File: src/hw/rv_isa_pkg.sv
////////////////////////////////////////
// RV32I ISA definitions
// Opcodes, control word layout, access sizes
////////////////////////////////////////

`default_nettype none

package rv_isa_pkg;

    // Base integer opcodes
    typedef enum logic [6:0] {
        OP_R_TYPE  = 7'b0110011,  // Register arithmetic
        OP_I_ARITH = 7'b0010011,  // Immediate arithmetic
        OP_LOAD    = 7'b0000011,
        OP_JALR    = 7'b1100111,
        OP_SYSTEM  = 7'b1110011,  // ECALL / EBREAK / CSR
        OP_STORE   = 7'b0100011,
        OP_BRANCH  = 7'b1100011,
        OP_LUI     = 7'b0110111,
        OP_AUIPC   = 7'b0010111,
        OP_JAL     = 7'b1101111
    } opcode_e;

    // Load/store access size
    typedef enum logic [1:0] {
        SIZE_NONE = 2'b00,  // Not a memory access, or bad func3
        SIZE_BYTE = 2'b01,
        SIZE_HALF = 2'b10,
        SIZE_WORD = 2'b11
    } data_size_e;

    // ALU operation class
    localparam logic [1:0] ALU_OP_ADD    = 2'b00;
    localparam logic [1:0] ALU_OP_BRANCH = 2'b01;
    localparam logic [1:0] ALU_OP_FUNC   = 2'b10;  // From func3/func7

    // Control word, 11 bits, reg_write is bit 0
    typedef struct packed {
        data_size_e data_size;   // [10:9]
        logic [1:0] alu_op;      // [8:7]
        logic       jump;        // [6]
        logic       branch;      // [5]
        logic       mem_to_reg;  // [4]
        logic       alu_src;     // [3]
        logic       mem_write;   // [2]
        logic       mem_read;    // [1]
        logic       reg_write;   // [0]
    } ctrl_t;

endpackage

`default_nettype wire

File: src/hw/base_integer_ctrl_unit.sv
////////////////////////////////////////
// Base integer control unit
// Decodes opcode and func3 into the
// pipeline control word
////////////////////////////////////////

`timescale 1ns/1ps
`default_nettype none

module base_integer_ctrl_unit (
    input  wire  [6:0]          i_opcode,  // Instruction opcode field
    input  wire  [2:0]          i_func3,   // Instruction func3 field
    output rv_isa_pkg::ctrl_t   o_ctrl     // Decoded control word
);

    import rv_isa_pkg::*;

    ////////////////////////////////////////
    // Decode table
    ////////////////////////////////////////

    always_comb begin
        o_ctrl = '0;  // Unknown opcode gives all zero
        case (i_opcode)
            OP_R_TYPE: begin
                o_ctrl.reg_write = 1'b1;
                o_ctrl.alu_op    = ALU_OP_FUNC;
            end
            OP_I_ARITH, OP_JALR, OP_SYSTEM: begin
                o_ctrl.reg_write = 1'b1;
                o_ctrl.alu_src   = 1'b1;                       // Immediate operand
                o_ctrl.jump      = (i_opcode == OP_JALR);
                // Environment calls do not use func3 for the ALU
                o_ctrl.alu_op    = (i_opcode == OP_SYSTEM) ? ALU_OP_ADD : ALU_OP_FUNC;
            end
            OP_LOAD: begin
                o_ctrl.reg_write  = 1'b1;
                o_ctrl.mem_read   = 1'b1;
                o_ctrl.alu_src    = 1'b1;
                o_ctrl.mem_to_reg = 1'b1;                      // Write back load data
                o_ctrl.alu_op     = ALU_OP_ADD;                // Address add
                case (i_func3)
                    3'b000:  o_ctrl.data_size = SIZE_BYTE;     // LB
                    3'b001:  o_ctrl.data_size = SIZE_HALF;     // LH
                    3'b010:  o_ctrl.data_size = SIZE_WORD;     // LW
                    3'b100:  o_ctrl.data_size = SIZE_BYTE;     // LBU
                    3'b101:  o_ctrl.data_size = SIZE_HALF;     // LHU
                    default: o_ctrl.data_size = SIZE_NONE;     // Reserved func3
                endcase
            end
            OP_STORE: begin
                o_ctrl.mem_write = 1'b1;
                o_ctrl.alu_src   = 1'b1;
                o_ctrl.alu_op    = ALU_OP_ADD;
                case (i_func3)
                    3'b000:  o_ctrl.data_size = SIZE_BYTE;     // SB
                    3'b001:  o_ctrl.data_size = SIZE_HALF;     // SH
                    3'b010:  o_ctrl.data_size = SIZE_WORD;     // SW
                    default: o_ctrl.data_size = SIZE_NONE;
                endcase
            end
            OP_BRANCH: begin
                o_ctrl.branch = 1'b1;
                o_ctrl.alu_op = ALU_OP_BRANCH;                 // Compare
            end
            OP_LUI, OP_AUIPC: begin
                o_ctrl.reg_write = 1'b1;
                o_ctrl.alu_src   = 1'b1;
                o_ctrl.alu_op    = ALU_OP_ADD;
            end
            OP_JAL: begin
                o_ctrl.reg_write = 1'b1;                       // Link register
                o_ctrl.jump      = 1'b1;
            end
            default: begin
                o_ctrl = '0;
            end
        endcase
    end

endmodule

`default_nettype wire

File: config.mk
export PLATFORM = sky130hd
export DESIGN_NAME = base_integer_ctrl_unit
export DESIGN_NICKNAME = d
export VERILOG_FILES = /design/src/hw/rv_isa_pkg.sv /design/src/hw/base_integer_ctrl_unit.sv
export SDC_FILE = /design/constraint.sdc
export NUM_CORES = 1
export LEC_CHECK = 0
export BUFFER_PORTS_ARGS = -buffer_cell sky130_fd_sc_hd__clkbuf_2
export CAP_MARGIN = 5
export CORE_AREA = 2 2 39 41
export DETAILED_ROUTE_END_ITERATION = 10
export DIE_AREA = 0 0 41 43
export PLACE_DENSITY = 0.51
export SYNTH_ARGS = -nofsm -noshare
export SYNTH_HDL_FRONTEND = slang
export SYNTH_SLANG_ARGS = --single-unit
File: constraint.sdc
create_clock -name vclk -period 1.3
set_input_delay 0.13 -clock vclk [all_inputs]
set_output_delay 0.13 -clock vclk [all_outputs]
set_load 0.05 [all_outputs]
==> results by group <==
Logic synthesis
  – Ys Warns: 0
  – Syn Area/Cell: roughly 6 um2
  – Mapped Cells: 33
  – Synthesized area: just over 200 um2
  – Sequential area share after synthesis: 0%
  – Mapped Nets: 43
  – Distinct cells, synth: 19

Die
  – Placeable Area: 0.00138 mm2
  – I/O pin total: 21
  – Die Width: just over 40 um
  – DIE AREA: around 0.0018 mm2
  – DIE HEIGHT: ~43 um
  – Cell Rows: 14
  – Starting Density: about 15%

Layout
  – Layout Utilization: between 40% and 50%
  – Final cell count without fillers: 79
  – Fillers: 150
  – Synth-to-Final Area Change: 175%
  – Number of diodes: 0
  – Seq Cell Count: 0
  – Commonest non-fill, non-tap cells in the layout: 11 x clkbuf_2, 9 x buf_4, 6 x buf_8
  – Commonest non-fill, non-tap cell in the layout: clkbuf_2
  – Final Cell Area: roughly 560 um2
  – Share of layout cells above drive strength 1: around 70%
  – Clock buffer count: 0
  – Nets: 75
  – Area of the multi-input gates: around 240 um2
  – Register area: 0 um2

Timing
  – TNS Setup: -0.452 ns
  – Post-layout worst setup margin: -0.152 ns
  – Final hold violations: 0
  – Post-route minimum period: about 1.5 ns
  – Max-slew violations: 0
  – Worst slew pin tran: just under 0.3 ns
  – Slew margin rel.: approximately four fifths
  – Setup violations, final: 5
  – RSZ-0062 raised after global routing: true
  – Fmax: 0.689 GHz
  – Period utilization: 112%

Route
  – Post-Route WL: 805 um
  – Wire per inst: around 10 um
  – Vias/cell: about 4.4
  – Drt initial violations: 3
  – # DRC: 0
  – First drt pass iteration count: 2
  – DRT antenna net count: 0
  – Via count: around 350

Placement
  – Port bufs: 21
  – Dpl hpwl: around 660 um
  – Dpl ws: -0.268 ns
  – Placed cells: 75
  – Placed instance area: around 450 um2
  – GP Congestion: approximately 0.78

Global routing
  – GR Overflow Total: 0
  – Largest net degree at the start of global routing: 8
  – Met3 GRT Util: 0.524%
  – Vias in the first global route: roughly 330
  – Met1 usage in global routing: about an eighth
  – First-pass GRT wire length: ~1300 um
  – Met2 usage: around 20%
  – Total track usage: about a tenth
  – Gr busiest metal: met2
  – Initial antenna violation count: 0

Power
  – Peak supply drop: around 0.000095 V
  – Comb pwr share: 100.0%
  – Switch Pwr: 0.0000684 W
  – Cell Pwr Density: between 200 and 250 mW/mm2
  – Clock power frac: 0%
  – Pleak: roughly 0.24 nW
  – Reg power frac: 0%
  – Switching Share: 50.0%
  – Internal power: slightly below 0.00007 W

Min path
  – HP Start: i_func3[0]
  – Worst Hold Class: in2out

Critical path
  – Setup CP Type: in2out
  – Critical path launch point type: input port
  – Arrival time at the worst endpoint: roughly 1.3 ns
  – Largest stage delay, worst path: approximately 0.48 ns
  – Top Family by Delay on Critical Path: simple AND/OR/NAND/NOR gates
  – Worst Path Max Fanout: 4
  – CP required: 1.17 ns
  – Slowest stage cell, crit path: or4_4
  – CP Launch Point: i_opcode[4]
  – Critical Path, Cell by Cell: buf_6 -> or2_4 -> or4_4 -> nor3_4 -> buf_8
  – CP bufs+invs: 2
  – Critical path capture point type: output pin

Outcome
  – Status: finished with violations
  – Violated checks: setup timing

Clock network
  – Hold buffer count at cts: 0

Flow run
  – MaxCap Viol Count: 0
[final timing paths]
path	cells past startpoint	to
worst max-delay path	5	o_ctrl[9]
worst min-delay path	3	o_ctrl[9]
[power groups by stage]
stage / Sequential [W] / Clock [W] / Combinational (W)
final: 0 / 0 / 0.000137
after global routing: 0 / 0 / 0.000148
after CTS: 0 / 0 / 0.000121
after detailed placement: 0 / 0 / 0.000117
after global placement: 0 / 0 / 0.000115
after floorplan: 0 / 0 / 0.0000611
[cells by family (layout without fill, tap and decap cells)]
| group | after synthesis | count (layout) | share of synthesized area, % |
|---|---|---|---|
| AOI/OAI and AO/OA | 10 | 10 | 32.1 |
| buffers and inverters | 4 | 34 | 13.0 |
| and+or+nand+nor | 19 | 19 | 54.9 |
[cell usage after synthesis]
cell type	number	share of area [%]
nor2_1	6	11
a21oi_1	4	9.9
buf_4	3	11
o21a_1	3	11
nand2_1	2	3.7
nand2b_1	2	6.2
a211o_1	1	4.3
a311oi_1	1	4.3
and2_0	1	3.1
inv_1	1	1.9
nand3b_1	1	3.7
nand4b_1	1	4.3
nor3_1	1	2.5
nor3_2	1	4.9
nor3b_1	1	3.7
nor4_1	1	3.1
o21ai_0	1	2.5
or2_1	1	3.1
or4_4	1	5.6
[area by class of cell]
cell class,count,area share [%]
inverters,1,0.673
multi-input cells,29,43.3
well taps,16,3.59
repair buffers,33,52.5
[stage by stage]
step	total power (W)	hold WS, ns
CTS	0.000121	0.617
detailed placement	0.000117	0.675
finish	0.000137	0.584
global placement	0.000115	0.659
floorplan	0.0000611	0.323
global route	0.000148	0.602
[what timing repair did]
item	4_1_cts	5_1_grt
buffers inserted	1	3
resized for setup	10	17
endpoints found under the setup margin	8	10
pin swaps	4	5
[layer usage]
| metal | vias up | routed length (um) |
|---|---|---|
| li1 | 181 | - |
| met1 | 155 | 291 |
| met2 | 11 | 468 |
| met3 | 0 | 45 |
| met4 | 0 | 0 |
| met5 | - | 0 |
Note: power is estimated with default switching activity, not from simulation.
