`src/hw/lsu_config.svh`:
```
////////////////////////////////////////
// LSU subsystem configuration
// Data path width and data memory size
////////////////////////////////////////

`ifndef LSU_CONFIG_SVH
`define LSU_CONFIG_SVH

// Data and address width in bits
`define LSU_XLEN 32

// Data memory depth in 32-bit words
// Keep a power of two, the index is cut from the word address
`define LSU_MEM_WORDS 256

`endif

```
`src/hw/rv_isa_pkg.sv`:
```
////////////////////////////////////////
// RV32I ISA definitions
// Opcodes, control word layout, access sizes
////////////////////////////////////////

`default_nettype none

package rv_isa_pkg;

    // Base integer opcodes
    typedef enum logic [6:0] {
        OP_R_TYPE  = 7'b0110011,  // Register arithmetic
        OP_I_ARITH = 7'b0010011,  // Immediate arithmetic
        OP_LOAD    = 7'b0000011,
        OP_JALR    = 7'b1100111,
        OP_SYSTEM  = 7'b1110011,  // ECALL / EBREAK / CSR
        OP_STORE   = 7'b0100011,
        OP_BRANCH  = 7'b1100011,
        OP_LUI     = 7'b0110111,
        OP_AUIPC   = 7'b0010111,
        OP_JAL     = 7'b1101111
    } opcode_e;

    // Load/store access size
    typedef enum logic [1:0] {
        SIZE_NONE = 2'b00,  // Not a memory access, or bad func3
        SIZE_BYTE = 2'b01,
        SIZE_HALF = 2'b10,
        SIZE_WORD = 2'b11
    } data_size_e;

    // ALU operation class
    localparam logic [1:0] ALU_OP_ADD    = 2'b00;
    localparam logic [1:0] ALU_OP_BRANCH = 2'b01;
    localparam logic [1:0] ALU_OP_FUNC   = 2'b10;  // From func3/func7

    // Control word, 11 bits, reg_write is bit 0
    typedef struct packed {
        data_size_e data_size;   // [10:9]
        logic [1:0] alu_op;      // [8:7]
        logic       jump;        // [6]
        logic       branch;      // [5]
        logic       mem_to_reg;  // [4]
        logic       alu_src;     // [3]
        logic       mem_write;   // [2]
        logic       mem_read;    // [1]
        logic       reg_write;   // [0]
    } ctrl_t;

endpackage

`default_nettype wire

```
`src/hw/mem_bus_pkg.sv`:
```
////////////////////////////////////////
// Shared data memory bus types
// Request and completion structs
////////////////////////////////////////

`default_nettype none

`include "lsu_config.svh"

package mem_bus_pkg;

    // One memory request, word addressed
    typedef struct packed {
        logic                   write;  // 1 = store, 0 = load
        logic [`LSU_XLEN-3:0]   addr;   // Word address
        logic [3:0]             be;     // Byte lane enables
        logic [`LSU_XLEN-1:0]   wdata;  // Lane-aligned write data
    } mem_req_t;

    // One completion
    typedef struct packed {
        logic                   done;   // Single-cycle pulse
        logic [`LSU_XLEN-1:0]   rdata;  // Raw word from memory
    } mem_rsp_t;

endpackage

`default_nettype wire

```
`src/hw/load_store_unit.sv`:
```
////////////////////////////////////////
// Load/store unit
// Address generation, byte lanes, store
// alignment and load extension
////////////////////////////////////////

`timescale 1ns/1ps
`default_nettype none

`include "lsu_config.svh"

module load_store_unit (
    input  wire                          clk,
    input  wire                          i_rst_n,
    input  wire                          i_instr_valid,  // One-cycle instruction strobe
    input  wire rv_isa_pkg::ctrl_t       i_ctrl,
    input  wire  [2:0]                   i_func3,
    input  wire  [`LSU_XLEN-1:0]         i_rs1,          // Base address
    input  wire  [`LSU_XLEN-1:0]         i_rs2,          // Store data
    input  wire  [`LSU_XLEN-1:0]         i_imm,          // Offset
    input  wire                          i_grant,        // From arbiter
    input  wire mem_bus_pkg::mem_rsp_t   i_rsp,          // Routed completion
    output logic                         o_req_valid,    // Held until granted
    output mem_bus_pkg::mem_req_t        o_req,
    output mem_bus_pkg::mem_rsp_t        o_lsu_rsp,      // Extended load data
    output logic                         o_busy
);

    import rv_isa_pkg::*;

    logic [`LSU_XLEN-1:0] eff_addr;
    logic [1:0]           byte_off;
    logic [3:0]           byte_en;
    logic [`LSU_XLEN-1:0] wr_data;
    logic                 mem_access;
    logic                 accept;

    logic [2:0]           func3_q;  // Bit 2 selects zero extension
    logic [1:0]           off_q;
    data_size_e           size_q;

    logic [`LSU_XLEN-1:0] lane;
    logic [`LSU_XLEN-1:0] ld_data;

    ////////////////////////////////////////
    // Address generation and lanes
    ////////////////////////////////////////

    assign eff_addr   = i_rs1 + i_imm;
    assign byte_off   = eff_addr[1:0];
    assign mem_access = i_ctrl.mem_read | i_ctrl.mem_write;
    assign accept     = i_instr_valid & mem_access & ~o_busy;
    assign wr_data    = i_rs2 << {byte_off, 3'b000};  // Move into the addressed lane

    always_comb begin
        case (i_ctrl.data_size)
            SIZE_BYTE: byte_en = 4'b0001 << byte_off;
            SIZE_HALF: byte_en = 4'b0011 << byte_off;
            SIZE_WORD: byte_en = 4'b1111;
            default:   byte_en = 4'b0000;  // Bad func3, no lanes touched
        endcase
    end

    ////////////////////////////////////////
    // Request and busy control
    ////////////////////////////////////////

    always_ff @(posedge clk or negedge i_rst_n) begin
        if (!i_rst_n) begin
            o_req_valid <= 1'b0;
            o_busy      <= 1'b0;
        end else if (accept) begin
            o_req_valid <= 1'b1;
            o_busy      <= 1'b1;
        end else begin
            if (i_grant) begin
                o_req_valid <= 1'b0;  // Memory has it now
            end
            if (i_rsp.done) begin
                o_busy <= 1'b0;
            end
        end
    end

    // Payload, held through the whole access
    always_ff @(posedge clk) begin
        if (accept) begin
            o_req.write <= i_ctrl.mem_write;
            o_req.addr  <= eff_addr[`LSU_XLEN-1:2];
            o_req.be    <= byte_en;
            o_req.wdata <= wr_data;
            func3_q     <= i_func3;
            off_q       <= byte_off;
            size_q      <= i_ctrl.data_size;
        end
    end

    ////////////////////////////////////////
    // Load extension
    ////////////////////////////////////////

    assign lane = i_rsp.rdata >> {off_q, 3'b000};  // Addressed lane to bit 0

    always_comb begin
        case (size_q)
            SIZE_BYTE: ld_data = {{(`LSU_XLEN-8){lane[7] & ~func3_q[2]}}, lane[7:0]};
            SIZE_HALF: ld_data = {{(`LSU_XLEN-16){lane[15] & ~func3_q[2]}}, lane[15:0]};
            default:   ld_data = lane;
        endcase
    end

    assign o_lsu_rsp.done  = i_rsp.done;
    assign o_lsu_rsp.rdata = o_req.write ? '0 : ld_data;  // Stores return zero

    // Misaligned accesses are outside this design
    a_aligned: assert property (@(posedge clk) disable iff (!i_rst_n)
        (i_instr_valid && mem_access) |->
            ((i_ctrl.data_size != SIZE_HALF || !byte_off[0]) &&
             (i_ctrl.data_size != SIZE_WORD || byte_off == 2'b00)));

    // Upstream must wait for done
    a_no_instr_busy: assert property (@(posedge clk) disable iff (!i_rst_n)
        i_instr_valid |-> !o_busy);

endmodule

`default_nettype wire

```
`config.mk`:
```
export PLATFORM = sky130hd
export DESIGN_NAME = load_store_unit
export DESIGN_NICKNAME = d
export VERILOG_FILES = /design/src/hw/rv_isa_pkg.sv /design/src/hw/mem_bus_pkg.sv /design/src/hw/load_store_unit.sv
export VERILOG_INCLUDE_DIRS = /design/src /design/src/hw
export SDC_FILE = /design/constraint.sdc
export NUM_CORES = 1
export LEC_CHECK = 0
export ABC_AREA = 0
export BUFFER_PORTS_ARGS = -buffer_cell sky130_fd_sc_hd__buf_2
export CORE_MARGIN = 2
export CORE_UTILIZATION = 36
export CTS_CLUSTER_SIZE = 24
export DETAILED_ROUTE_END_ITERATION = 16
export MAX_ROUTING_LAYER = met4
export SLEW_MARGIN = 20
export SYNTH_ARGS = -nofsm -noshare
export SYNTH_HDL_FRONTEND = slang
export SYNTH_SLANG_ARGS = --single-unit
export TNS_END_PERCENT = 10
```
`constraint.sdc`:
```
create_clock -name clk -period 4.7 [get_ports clk]
set_clock_uncertainty 0.1 [all_clocks]
set_input_delay 0.94 -clock clk [delete_from_list [all_inputs] [get_ports clk]]
set_output_delay 0.94 -clock clk [all_outputs]
set_load 0.02 [all_outputs]
```
==> flow_summary.toml <==
[run_status]
status = "finished, final reports clean"

[floorplanning]
core_mm2 = 0.0145
floorplan.die.height_um = 126
die_w_um = 126
start_util_pct = 36.8
row_count = 44
ios = 249
dieArea_mm2 = 0.0159

[job]
drv_cap = 0

[final_layout]
drive_gt1_share_pct = 34.5
diodes = 0
multi_input_area_mm2 = 0.00294
fillers = 1419
regArea_mm2 = 0.00221
finish.utilization_pct = 48.1
stdcell_area_mm2 = 0.00699
syn2layout_area_growth_pct = 30.6
layout.nets = 967

[sta]
fmax_mhz = 265
period_share_pct = 80.2
relSlewSlack_pct = 45.0
finalSetupTns_ps = 0
final.min_clock_period_ps = 3770
maxSlewViolCount = 0
final_hold_viol_count = 0
rsz0062_at_grt = "false"
setup_viol = 0
worst_pin_slew_ps = 824

[route]
first_iter_violations = 260
vias = 4986
dr.pass1.iters = 4
drcViolationCount = 0
via_per_inst = 5.13
ant_nets = 0
wl_mm = 15.0
routedWlPerCell_um = 15.4

[synth]
yosysTopAreaCellShare_pct = 40.4
synth_common_cells = "edfxtp_1 (72), a21oi_1 (56), nand2_1 (55), nor2_1 (41), ha_1 (36)"
ys_seq_area_share_pct = 41.3
synth_edf_count = 72
synth_top_area_cell = "edfxtp_1"
synth_flop_cell = "edfxtp_1"
syn_area_mm2 = 0.00535
synth_warnings = 0
yosysMostFrequentCell = "edfxtp_1"
syn-num-nets = 746
synthTopCellsByArea = "edfxtp_1 (40%), ha_1 (8.4%), mux2i_1 (6.2%)"
async_reset_ff_share_pct = 2.70
avgSynthCellArea_um2 = 9.52
yosysUniqueCellTypes = 52
syn-instance-count = 562
ys_ff_latch = 74

[grt]
grt_usage_pct = 18.7
grt_pass1_vias = 4688
grt_pass1_wl_mm = 23.4
grt_overflow_total = 0
grt_max_degree = 39
antenna_found_initial = 0

[cts]
cts_root_buf = "clkbuf_16"
htreeDepth = 3
cts_buffer_depth = 2
clkTransAtPathRegs_ps = 60
insertion_delay_ps = 330
cts.sinks = 74
cts-buffers-inserted = 9
post_cts_buffers = 0
cts_hold_buf = 0
cts_tree = "built"
cts_resized = 0

[setup_path]
reg2reg_depth = 4
rrSetupSlack_ps = 2670
crit_start = "off_q[0]$_DFFE_PP_"
criticalPathCategory = "reg2out"
crit_end = "o_lsu_rsp[31]"
crit_arrival_ps = 2730
startpoint_type = "flop"
cp-end-kind = "primary output"
r2r-start = "o_busy$_DFFE_PN0P_"
r2r-end = "size_q[1]$_DFFE_PP_"
cp.required_ps = 3660
critPathMaxFanout = 18

[placement]
hpwl_mm = 11.5
port-buffer-count = 239
place_congestion = 0.853
place_area_mm2 = 0.00669

[power_and_ir_drop]
power.density_mw_per_mm2 = 324
vdd_drop_max_mv = 0.197
leakage_uw = 0.00321

[hold_path]
hold_path.class = "in2async"
final cells by class:
cell class                 count  area share (%)
multi-input combinational    435            42.0
inverter                      17           0.913
sequential                    74            31.6
timing repair buffer         246            17.9
tap                          184            3.29
clock inverter                 7            1.11
clock buffer                   9            3.22
logic make-up after synthesis:
logic type	Yosys count	synth area share, %
adders and majority gates	37	8.79
AOI/OAI and AO/OA	176	20.9
xor gates and xnor gates	27	4.42
DFF	74	41.3
and+or+nand+nor	161	14.3
muxes	34	6.38
buffers and inverters	53	3.83
layer usage:
metal | up-vias | track usage (%) | part of all wire [%]
li1 | 2494 | - | -
met1 | 2304 | 23.6 | 44
met2 | 165 | 30.2 | 49
met3 | 23 | 3.06 | 5.0
met4 | 0 | 6.92 | 1.9
met5 | - | - | 0
metrics by stage:
step	power [uW]	std cells	worst slack, ps	hold slack, ps
3_5_place_dp	1570	956	988	441
2_1_floorplan	1340	562	1510	506
3_3_place_gp	1560	956	1020	408
4_1_cts	2290	972	963	268
6_report	2260	972	929	282
5_1_grt	2380	972	745	268
report_power, final:
part	switching (uW)	total [uW]	internal, uW	leakage [uW]
logic	437	716	279	0.00236
registers	23.0	843	820	0.000704
clock network	290	706	416	0.000148
state kept, by name, indices dropped and copies added, names as in the netlist:
register and flops:
off_q 2, o_req_valid 1, size_q 2, func3_q 1, o_busy 1, o_req 67
placed cells by master (no fill, tap or decap), drive strengths merged, types with 19 or more instances in the layout:
cell / netlist / routed
nor2b: 25 / 25
nand2: 55 / 55
ha: 36 / 36
a211oi: 24 / 24
inv: 17 / 19
mux2i: 33 / 33
nor2: 41 / 41
a21oi: 56 / 56
a21o: 19 / 19
buf: 9 / 246
o21ai: 34 / 34
xnor2: 19 / 19
edfxtp: 72 / 72
worst max-delay path: stages, from the launching register on:
cell	delay, ps
edfxtp_1	700
nor2b_1	560
nand2_1	90
o21ai_0	160
nand2_1	100
a21oi_1	150
o21bai_1	70
buf_4	210
a21oi_1	150
buf_2	190
worst min path at each step:
stage,to,cells after the start
2_1_floorplan,o_req_valid$_DFFE_PN0P_,2
3_3_place_gp,o_req_valid$_DFFE_PN0P_,2
3_5_place_dp,o_req_valid$_DFFE_PN0P_,2
4_1_cts,o_req_valid$_DFFE_PN0P_,1
5_1_grt,o_req_valid$_DFFE_PN0P_,1
6_report,o_busy$_DFFE_PN0P_,1
Power figures use the tool's default switching activity.
