--- config.mk ---
export PLATFORM = sky130hd
export DESIGN_NAME = mem_arbiter
export DESIGN_NICKNAME = d
export VERILOG_FILES = /design/src/hw/mem_bus_pkg.sv /design/src/hw/mem_arbiter.sv
export VERILOG_INCLUDE_DIRS = /design/src /design/src/hw
export SDC_FILE = /design/constraint.sdc
export NUM_CORES = 1
export LEC_CHECK = 0
export BUFFER_PORTS_ARGS = -buffer_cell sky130_fd_sc_hd__buf_2
export CORE_AREA = 2 2 119 121
export CTS_CLUSTER_SIZE = 40
export DETAILED_ROUTE_END_ITERATION = 12
export DIE_AREA = 0 0 121 123
export PLACE_DENSITY = 0.46
export SETUP_SLACK_MARGIN = 0.1
export SYNTH_ARGS = -nofsm -noshare
export SYNTH_HDL_FRONTEND = slang
export SYNTH_SLANG_ARGS = --single-unit
export TNS_END_PERCENT = 20
--- constraint.sdc ---
create_clock -name clk -period 1.8 [get_ports clk]
set_clock_uncertainty 0.05 [all_clocks]
set_input_delay 0.36 -clock clk [delete_from_list [all_inputs] [get_ports clk]]
set_output_delay 0.36 -clock clk [all_outputs]
set_load 0.01 [all_outputs]
--- src/hw/lsu_config.svh ---
////////////////////////////////////////
// LSU subsystem configuration
// Data path width and data memory size
////////////////////////////////////////

`ifndef LSU_CONFIG_SVH
`define LSU_CONFIG_SVH

// Data and address width in bits
`define LSU_XLEN 32

// Data memory depth in 32-bit words
// Keep a power of two, the index is cut from the word address
`define LSU_MEM_WORDS 256

`endif

--- src/hw/mem_bus_pkg.sv ---
////////////////////////////////////////
// Shared data memory bus types
// Request and completion structs
////////////////////////////////////////

`default_nettype none

`include "lsu_config.svh"

package mem_bus_pkg;

    // One memory request, word addressed
    typedef struct packed {
        logic                   write;  // 1 = store, 0 = load
        logic [`LSU_XLEN-3:0]   addr;   // Word address
        logic [3:0]             be;     // Byte lane enables
        logic [`LSU_XLEN-1:0]   wdata;  // Lane-aligned write data
    } mem_req_t;

    // One completion
    typedef struct packed {
        logic                   done;   // Single-cycle pulse
        logic [`LSU_XLEN-1:0]   rdata;  // Raw word from memory
    } mem_rsp_t;

endpackage

`default_nettype wire

--- src/hw/mem_arbiter.sv ---
////////////////////////////////////////
// Two-port round-robin memory arbiter
// Forwards one payload, routes completion
////////////////////////////////////////

`timescale 1ns/1ps
`default_nettype none

module mem_arbiter #(
    parameter type PAYLOAD_T = mem_bus_pkg::mem_req_t
) (
    input  wire                          clk,
    input  wire                          i_rst_n,
    input  wire  [1:0]                   i_req_valid,  // Port 0 LSU, port 1 host
    input  var   PAYLOAD_T               i_req [2],
    input  wire mem_bus_pkg::mem_rsp_t   i_mem_rsp,    // One cycle after grant
    output logic [1:0]                   o_grant,
    output PAYLOAD_T                     o_mem_req,
    output logic                         o_mem_valid,
    output mem_bus_pkg::mem_rsp_t        o_rsp [2]
);

    logic [1:0] eligible;
    logic [1:0] gnt_q;    // Grant of the previous cycle
    logic       last_q;   // Last winner
    logic       win_idx;

    // A port with a response in flight sits out one cycle
    assign eligible = i_req_valid & ~gnt_q;

    always_comb begin
        if (eligible == 2'b11) begin
            win_idx = ~last_q;  // Alternate under contention
        end else begin
            win_idx = eligible[1];
        end
    end

    assign o_grant     = (eligible == 2'b00) ? 2'b00 : (2'b01 << win_idx);
    assign o_mem_valid = |o_grant;
    assign o_mem_req   = i_req[win_idx];

    always_ff @(posedge clk or negedge i_rst_n) begin
        if (!i_rst_n) begin
            gnt_q  <= 2'b00;
            last_q <= 1'b1;  // LSU wins first
        end else begin
            gnt_q <= o_grant;
            if (o_mem_valid) begin
                last_q <= win_idx;
            end
        end
    end

    // Completion goes back to last cycle's winner only
    always_comb begin
        for (int i = 0; i < 2; i++) begin
            o_rsp[i].done  = i_mem_rsp.done & gnt_q[i];
            o_rsp[i].rdata = i_mem_rsp.rdata;
        end
    end

    // Each memory completion belongs to exactly one granted port
    a_grant_onehot: assert property (@(posedge clk) disable iff (!i_rst_n)
        i_mem_rsp.done |-> $onehot(gnt_q));

    // Memory must answer every grant on the next cycle
    a_rsp_follows: assert property (@(posedge clk) disable iff (!i_rst_n)
        o_mem_valid |=> i_mem_rsp.done);

endmodule

`default_nettype wire

==> flow_metrics.tcl, run 1 <==
set metrics [dict create \
    die_area_um2 14880 \
    fmax_ghz 0.4641 \
    setup_viol 68 \
    cts_tree "done" \
    routed_wl_mm 6.737 \
    worst_setup_path_start_kind "flip-flop" \
    slew_violations 0 \
    grt_pass1_wl_mm 6.513 \
    die_width_um 121 \
    cp_cell_sequence "inv_2 > o21bai_4 > buf_12 > clkbuf_16 > mux2_4 > buf_6" \
    yosysWarnings 0 \
    hpwl_mm 4.446 \
    hold_path_class "in -> async" \
    antenna_left 0 \
    maxCapViolations 0 \
    min_period_ns 2.155 \
    worst_slew_pin_slew_ns 0.1764 \
    ys_ff_latch 3 \
    gp_congestion 0.6784 \
    ir_drop_v 0.0002683 \
    grt-ovfl-total 0 \
    wl_per_cell_um 13.72 \
    cp_max_fo 8 \
    fillCellCount 1446 \
    dr.pass1.iters 4 \
    maxSlewHeadroom_pct 88.19 \
    whs_ns 0.4367 \
    grt_antenna_before_repair 1 \
    critPathSlowestCell "dfstp_2" \
    ys_seq_area_share_pct 5.016 \
    layout.nets 483 \
    grt_max_degree 42 \
    final_cell_mix "buf_2, buf_6, mux2_4" \
    timing.final.crit_share_pct 119.7 \
    violations "setup timing" \
    cts_sinks 3 \
    syn_nets 323 \
    num_vias 1691 \
    critPathTopFamily "flip-flops" \
    clock-root-buffer "clkbuf_16" \
    syn_area_per_cell_um2 10.01 \
    hold_viol 0 \
    area_growth_pct 108.6 \
    fin_util_pct 23.32 \
    fp.dieH_um 123 \
    cpPeakStageDelay_ns 0.53 \
    io_pins 307 \
    layout.area.seq_um2 76.32 \
    drtIter0Drc 44 \
    worst_slack_ns -0.3548 \
    grt_usage_pct 5.460 \
    clock_latency_ns 0.22 \
    multi_input_area_um2 1060 \
    worst-setup-path-type "reg -> out" \
    cellLeakagePower_nw 1.786 \
    rsz0062_at_grt "true" \
    rows 43 \
    cp.arrival_ns 1.74 \
    p_per_area_nw_per_um2 613.6 \
    drc 0 \
    syn_area_um2 1521 \
    path_buf_inv 4 \
    cts.clk_slew.worst_paths_ns 0.03 \
    vias_per_cell 3.444 \
    start_util_pct 11.18 \
    post-place-ws_ns -0.1379 \
    status "finished with violations" \
    final_common_cell "buf_2" \
    cp.required_ns 1.39 \
    cts_made_buffers 3 \
    layout-drive-gt1-share_pct 97.11 \
    end_kind "primary output" \
    ys_types 14 \
    h-tree-depth 1 \
    core_um2 13610 \
    portBuffers 210 \
    synth_cells 152 \
    antenna_cells 0 \
    grt_pass1_vias 1401 \
    clock_path_buffers 2 \
]
==> kinds of logic (layout without fill, tap and decap cells) <==
kind of cell / Yosys count / after routing / synth area share, %
flip-flops: 3 / 3 / 5.017
multiplexers: 67 / 67 / 54.28
AND/OR/NAND/NOR: 7 / 7 / 3.372
AO/OA/AOI/OAI: 2 / 2 / 1.727
buffers and inverters: 73 / 232 / 35.61
==> power breakdown <==
group          leakage, nW  internal [W]   total, W  switching, W
logic                 1.71      0.000958    0.00150      0.000545
clock network       0.0382      0.000292   0.000347     0.0000553
registers           0.0359     0.0000886  0.0000980    0.00000940
==> layout make-up <==
class                   instances  area share, %
clock buffers                   4          2.483
inverters                       2         0.2365
multi-input cells              76          33.39
flip-flops and latches          3          2.404
well taps                     180          7.095
repair buffers                226          54.40
==> synth_stat cells (all sizes together) <==
library cell / count / share of area, %
mux2: 67 / 54
nand2b: 2 / 1.8
dfstp: 1 / 1.7
inv: 2 / 0.49
a21o: 1 / 0.49
and2: 2 / 0.82
buf: 71 / 35
nand2: 1 / 0.25
o21bai: 1 / 1.2
dfrtp: 2 / 3.3
nor2: 2 / 0.49
==> final timing paths <==
path                                    start            endpoint  slack (ns)  cells past startpoint
min in group clk               i_req_valid[0]  gnt_q[0]$_DFF_PN0_        0.48                      4
min reg2reg                last_q$_DFFE_PN1P_  last_q$_DFFE_PN1P_        0.59                      2
max in group asynchronous             i_rst_n  last_q$_DFFE_PN1P_        1.07                      2
max                        last_q$_DFFE_PN1P_       o_mem_req[52]       -0.35                      6
max reg2reg                last_q$_DFFE_PN1P_  gnt_q[1]$_DFF_PN0_        0.55                      5
min                                   i_rst_n  gnt_q[1]$_DFF_PN0_        0.44                      2
==> registers in the layout, indices dropped and copies added (netlist names) <==
name,cells
gnt_q,2
last_q,1
==> layer usage <==
layer	global-route usage, %	wire (µm)
met5	0	13
met4	1.599	71
met3	2.168	849
met2	10.50	3521
met1	5.370	2281
==> per-stage QoR <==
step | std cells | area [µm²] | setup TNS, ns | total power, W
floorplan | 152 | 1529 | 0 | 0.0008129
detailed placement | 476 | 2326 | -6.138 | 0.001055
global route | 491 | 3174 | -25.77 | 0.002050
global placement | 476 | 2326 | -4.634 | 0.001044
finish | 491 | 3174 | -22.14 | 0.001948
CTS | 481 | 2554 | -21.68 | 0.001497
==> timing repair <==
| action | CTS | global route |
|---|---|---|
| resized for setup | 23 | 92 |
| hold buffers | 1 | 0 |
| pin swaps | 0 | 1 |
| setup endpoints to repair | 68 | 69 |
| endpoints found under the hold margin | 2 | 0 |
| buffers inserted | 0 | 2 |
| cloned | 0 | 8 |
(Power assumes the default switching activity.)
==> run 2, diff against run 1 <==
- PLACE_DENSITY: 0.46 -> 0.49
==> flow_metrics.tcl, run 2 (synthesis results as in run 1) <==
set metrics [dict create \
    num_vias 1682 \
    clock-root-buffer "clkbuf_16" \
    rsz0062_at_grt "true" \
    worst_slew_pin_slew_ns 0.1572 \
    io_pins 307 \
    layout.nets 488 \
    r2r-end "gnt_q[1]$_DFF_PN0_" \
    end_kind "primary output" \
    finalSetupTns_ns -22.63 \
    timing.final.crit_share_pct 120.6 \
    hold_path_class "in -> async" \
    core_um2 13610 \
    status "finished with violations" \
    r2r_cells 5 \
    cpPeakStageDelay_ns 0.52 \
    rr_startpoint "last_q$_DFFE_PN1P_" \
    portBuffers 210 \
    ir_drop_v 0.0002779 \
    critPathTopFamily "flip-flops" \
    hpwl_mm 4.752 \
    drc 0 \
    layout-drive-gt1-share_pct 96.84 \
    cts_sinks 3 \
    violations "setup timing" \
    grt_usage_pct 5.889 \
    dr.pass1.iters 4 \
    cellLeakagePower_nw 1.721 \
    antenna_cells 0 \
    wl_per_cell_um 13.52 \
    setup_viol 68 \
    grt_pass1_vias 1543 \
    grt_max_degree 48 \
    grt_antenna_before_repair 1 \
    vias_per_cell 3.391 \
    critPathSlowestCell "dfstp_2" \
    worst-setup-path-type "reg -> out" \
    gp_congestion 0.7010 \
    final_common_cell "buf_2" \
    cp.arrival_ns 1.76 \
    cts_tree "done" \
    fin_util_pct 22.54 \
    drtIter0Drc 10 \
    die_width_um 121 \
    final_cell_mix "buf_2, mux2_4, buf_6" \
    min_period_ns 2.171 \
    grt-ovfl-total 0 \
    clock_path_buffers 2 \
    start_util_pct 11.18 \
    biggestRegsByFlops "gnt_q (2), last_q (1)" \
    cts.clk_slew.worst_paths_ns 0.03 \
    cp_max_fo 8 \
    cp.required_ns 1.39 \
    worst_slack_ns -0.3707 \
    clock_latency_ns 0.22 \
    routed_wl_mm 6.704 \
    slew_violations 0 \
    path_buf_inv 4 \
    cts_made_buffers 3 \
    worst_setup_path_start_kind "flip-flop" \
    fp.dieH_um 123 \
    maxCapViolations 0 \
    rrSetupSlack_ns 0.52 \
    regMostFlops "gnt_q" \
    fmax_ghz 0.4607 \
    maxSlewHeadroom_pct 89.49 \
    die_area_um2 14880 \
    cp_cell_sequence "inv_2 > o21bai_4 > buf_12 > buf_8 > mux2_2 > buf_6" \
    hold_viol 0 \
    p_per_area_nw_per_um2 610.7 \
    largest_reg_flops 2 \
    grt_pass1_wl_mm 7.003 \
    h-tree-depth 1 \
    area_growth_pct 101.6 \
    rows 43 \
    antenna_left 0 \
]
==> run 2: cell count changes in the layout (fill, tap and decap cells not counted), sizes merged <==
| cell | delta |
|---|---|
| buf | +5 |
==> run 2: worst max-delay path by stage <==
stage	start	end	slack [ns]	cells after the start
CTS	last_q$_DFFE_PN1P_	o_mem_req[28]	-0.36	5
floorplan	last_q$_DFFE_PN1P_	o_mem_req[46]	0.06	5
finish	last_q$_DFFE_PN1P_	o_mem_req[10]	-0.37	6
global placement	last_q$_DFFE_PN1P_	o_mem_req[53]	-0.11	6
detailed placement	i_req_valid[0]	o_mem_req[28]	-0.13	6
global route	last_q$_DFFE_PN1P_	o_mem_req[10]	-0.43	6
==> run 2: where the power goes <==
group	internal, W	total, W	switching (W)	leakage, nW
Clock	0.000292	0.000349	0.0000569	0.0382
Combinational	0.000908	0.00143	0.000519	1.65
Sequential	0.0000886	0.0000970	0.00000848	0.0359
Total	0.00129	0.00187	0.000585	1.72
==> run 2: timing repair <==
item | 4_1_cts | 5_1_grt
buffers inserted | 0 | 2
setup endpoints to repair | 68 | 68
pin swaps | 0 | 1
gates cloned | 0 | 8
hold buffers | 1 | 0
endpoints found under the hold margin | 2 | 0
resized for setup | 5 | 78
==> run 2: final cells by class <==
type,count,area [µm²]
inverter,2,7.507
timing repair buffer,231,1668
tap,180,225.2
clock buffer,4,78.83
sequential,3,76.32
fill,1462,10540
multi-input combinational,76,1012
==> run 2: metrics by stage <==
step / total power [W] / std cells / worst slack (ns) / hold WS (ns) / cell area, µm²
finish: 0.001874 / 496 / -0.3707 / 0.4057 / 3068
global placement: 0.001067 / 481 / -0.1052 / 0.1081 / 2364
floorplan: 0.0008129 / 152 / 0.06197 / 0.01441 / 1529
CTS: 0.001460 / 486 / -0.3647 / 0.4198 / 2484
detailed placement: 0.001080 / 481 / -0.1305 / 0.1072 / 2364
global route: 0.001972 / 496 / -0.4256 / 0.4304 / 3068
==> run 2: layer usage <==
| metal | track usage, % | routed length [µm] | vias to the layer above |
|---|---|---|---|
| li1 | - | - | 780 |
| met1 | 5.454 | 2211 | 749 |
| met2 | 11.34 | 3664 | 136 |
| met3 | 2.952 | 733 | 15 |
| met4 | 1.599 | 75 | 2 |
| met5 | 0 | 19 | - |
==> run 3, diff against run 2 <==
- REMOVE_ABC_BUFFERS: unset -> 1
- SETUP_SLACK_MARGIN: 0.1 -> 0.3
- SLEW_MARGIN: unset -> 10
==> flow_metrics.tcl, run 3 (synthesis results as in run 1) <==
set metrics [dict create \
    routed_wl_mm 9.561 \
    clock_latency_ns 0.22 \
    intPower_w 0.001319 \
    path_buf_inv 4 \
    cp.required_ns 1.39 \
    ir_drop_v 0.0002554 \
    layout-drive-gt1-share_pct 96.45 \
    p_per_area_nw_per_um2 618.2 \
    seq_power_share_pct 5.1 \
    grt_usage_pct 10.17 \
    rr_startpoint "last_q$_DFFE_PN1P_" \
    worst_setup_path_start_kind "flip-flop" \
    worst_slew_pin_slew_ns 0.1518 \
    place_area_um2 2311 \
    fillCellCount 1429 \
    vias_per_cell 3.755 \
    grt_pass1_vias 1759 \
    hpwl_mm 6.861 \
    grt_max_degree 30 \
    antenna_cells 0 \
    cp_cell_sequence "inv_2 > o21bai_4 > buf_12 > buf_16 > mux2_2 > buf_6" \
    timing.final.crit_share_pct 120.5 \
    min_period_ns 2.169 \
    maxCapViolations 0 \
    cts_tree "done" \
    biggestRegsByFlops "gnt_q (2), last_q (1)" \
    dr.pass1.iters 4 \
    io_pins 307 \
    r2r_cells 5 \
    rrSetupSlack_ns 0.54 \
    final_cell_mix "buf_2, mux2_4, buf_6" \
    area_growth_pct 105.5 \
    core_um2 13610 \
    cp.arrival_ns 1.76 \
    clock_path_buffers 2 \
    layout.nets 482 \
    num_vias 1840 \
    cpPeakStageDelay_ns 0.53 \
    switching_power_w 0.0006140 \
    regMostFlops "gnt_q" \
    hold_path_class "in -> async" \
    grt_antenna_before_repair 0 \
    end_kind "primary output" \
    power.share.switching_pct 31.77 \
    worst_slack_ns -0.3689 \
    cts_made_buffers 3 \
    rsz0062_at_grt "true" \
    wl_per_cell_um 19.51 \
    antenna_left 0 \
    setup_viol 68 \
    grt-ovfl-total 0 \
    violations "setup timing" \
    cellLeakagePower_nw 1.770 \
    startpoint "last_q$_DFFE_PN1P_" \
    largest_reg_flops 2 \
    h-tree-depth 1 \
    cts_sinks 3 \
    power_w 0.001933 \
    start_util_pct 11.18 \
    power.share.combinational_pct 76.6 \
    drtIter0Drc 47 \
    gp_congestion 0.6914 \
    clock-root-buffer "clkbuf_16" \
    fp.dieH_um 123 \
    maxSlewHeadroom_pct 89.85 \
    fmax_ghz 0.4611 \
    drc 0 \
    r2r-end "gnt_q[1]$_DFF_PN0_" \
    grt_pass1_wl_mm 10.71 \
    die_area_um2 14880 \
    slew_violations 0 \
    stdcell_area_um2 3127 \
    rows 43 \
    hold_viol 0 \
    status "finished with violations" \
    cts.clk_slew.worst_paths_ns 0.03 \
    worst-setup-path-type "reg -> out" \
    die_width_um 121 \
    clkPwrFrac_pct 18.3 \
    critPathSlowestCell "dfstp_2" \
    portBuffers 210 \
    cp_max_fo 10 \
    final_common_cell "buf_2" \
    critPathTopFamily "flip-flops" \
]
[run 3: cell count changes in the layout (fill, tap and decap cells not counted)]
cell	before	now
buf_12	4	3
buf_4	8	1
inv_2	2	1
buf_6	47	60
buf_16	1	3
mux2_2	19	7
mux2_4	48	60
buf_8	1	0
inv_1	0	1
buf_2	164	154
clkbuf_16	8	6
[run 3: worst max path at each step]
stage	endpoint	cells past startpoint
after floorplan	o_mem_req[0]	3
after global placement	o_mem_req[33]	5
after detailed placement	o_mem_req[15]	5
after CTS	o_mem_req[23]	6
after global routing	o_mem_req[9]	6
final	o_mem_req[9]	6
[run 3: repair_timing]
action / in CTS / in global routing
cloned: 3 / 5
hold buffers: 1 / 0
pin swaps: 2 / 1
hold endpoints to repair: 2 / 0
resized for setup: 61 / 45
setup endpoints to repair: 69 / 70
buffers inserted: 3 / 0
[run 3: power groups by stage]
stage / clock (W) / sequential [W] / combinational (W)
6_report: 0.000354 / 0.0000979 / 0.00148
5_1_grt: 0.000367 / 0.000100 / 0.00156
4_1_cts: 0.000359 / 0.0000983 / 0.00125
3_5_place_dp: 0 / 0.0000996 / 0.000941
3_3_place_gp: 0 / 0.0000976 / 0.000927
2_1_floorplan: 0 / 0.0000959 / 0.000540
[run 3: routing by layer]
metal | track usage [%] | vias up | wire length, µm
met3 | 10.10 | 13 | 1977
met5 | 9.375 | - | 143
li1 | - | 771 | -
met2 | 14.04 | 241 | 4046
met4 | 1.672 | 4 | 63
met1 | 10.46 | 811 | 3329
[run 3: layout make-up]
| class | instances | area (µm²) | area share (%) |
|---|---|---|---|
| timing repair buffer | 225 | 1682 | 53.78 |
| multi-input combinational | 76 | 1057 | 33.81 |
| tap | 180 | 225.2 | 7.203 |
| clock buffer | 4 | 78.83 | 2.521 |
| sequential | 3 | 76.32 | 2.441 |
| inverter | 2 | 7.507 | 0.2401 |
[run 3: metrics by stage]
| step | setup TNS [ns] | utilization (%) | worst slack, ns | hold slack [ns] | instances |
|---|---|---|---|---|---|
| 2_1_floorplan | -57.62 | - | -0.8679 | 0.01441 | 81 |
| 3_3_place_gp | -8.287 | 16.98 | -0.1551 | 0.1109 | 474 |
| 3_5_place_dp | -10.79 | 16.98 | -0.2102 | 0.1136 | 474 |
| 4_1_cts | -24.11 | 20.54 | -0.4140 | 0.4156 | 485 |
| 5_1_grt | -25.42 | 22.97 | -0.4147 | 0.4251 | 490 |
| 6_report | -21.90 | 22.97 | -0.3689 | 0.4128 | 490 |
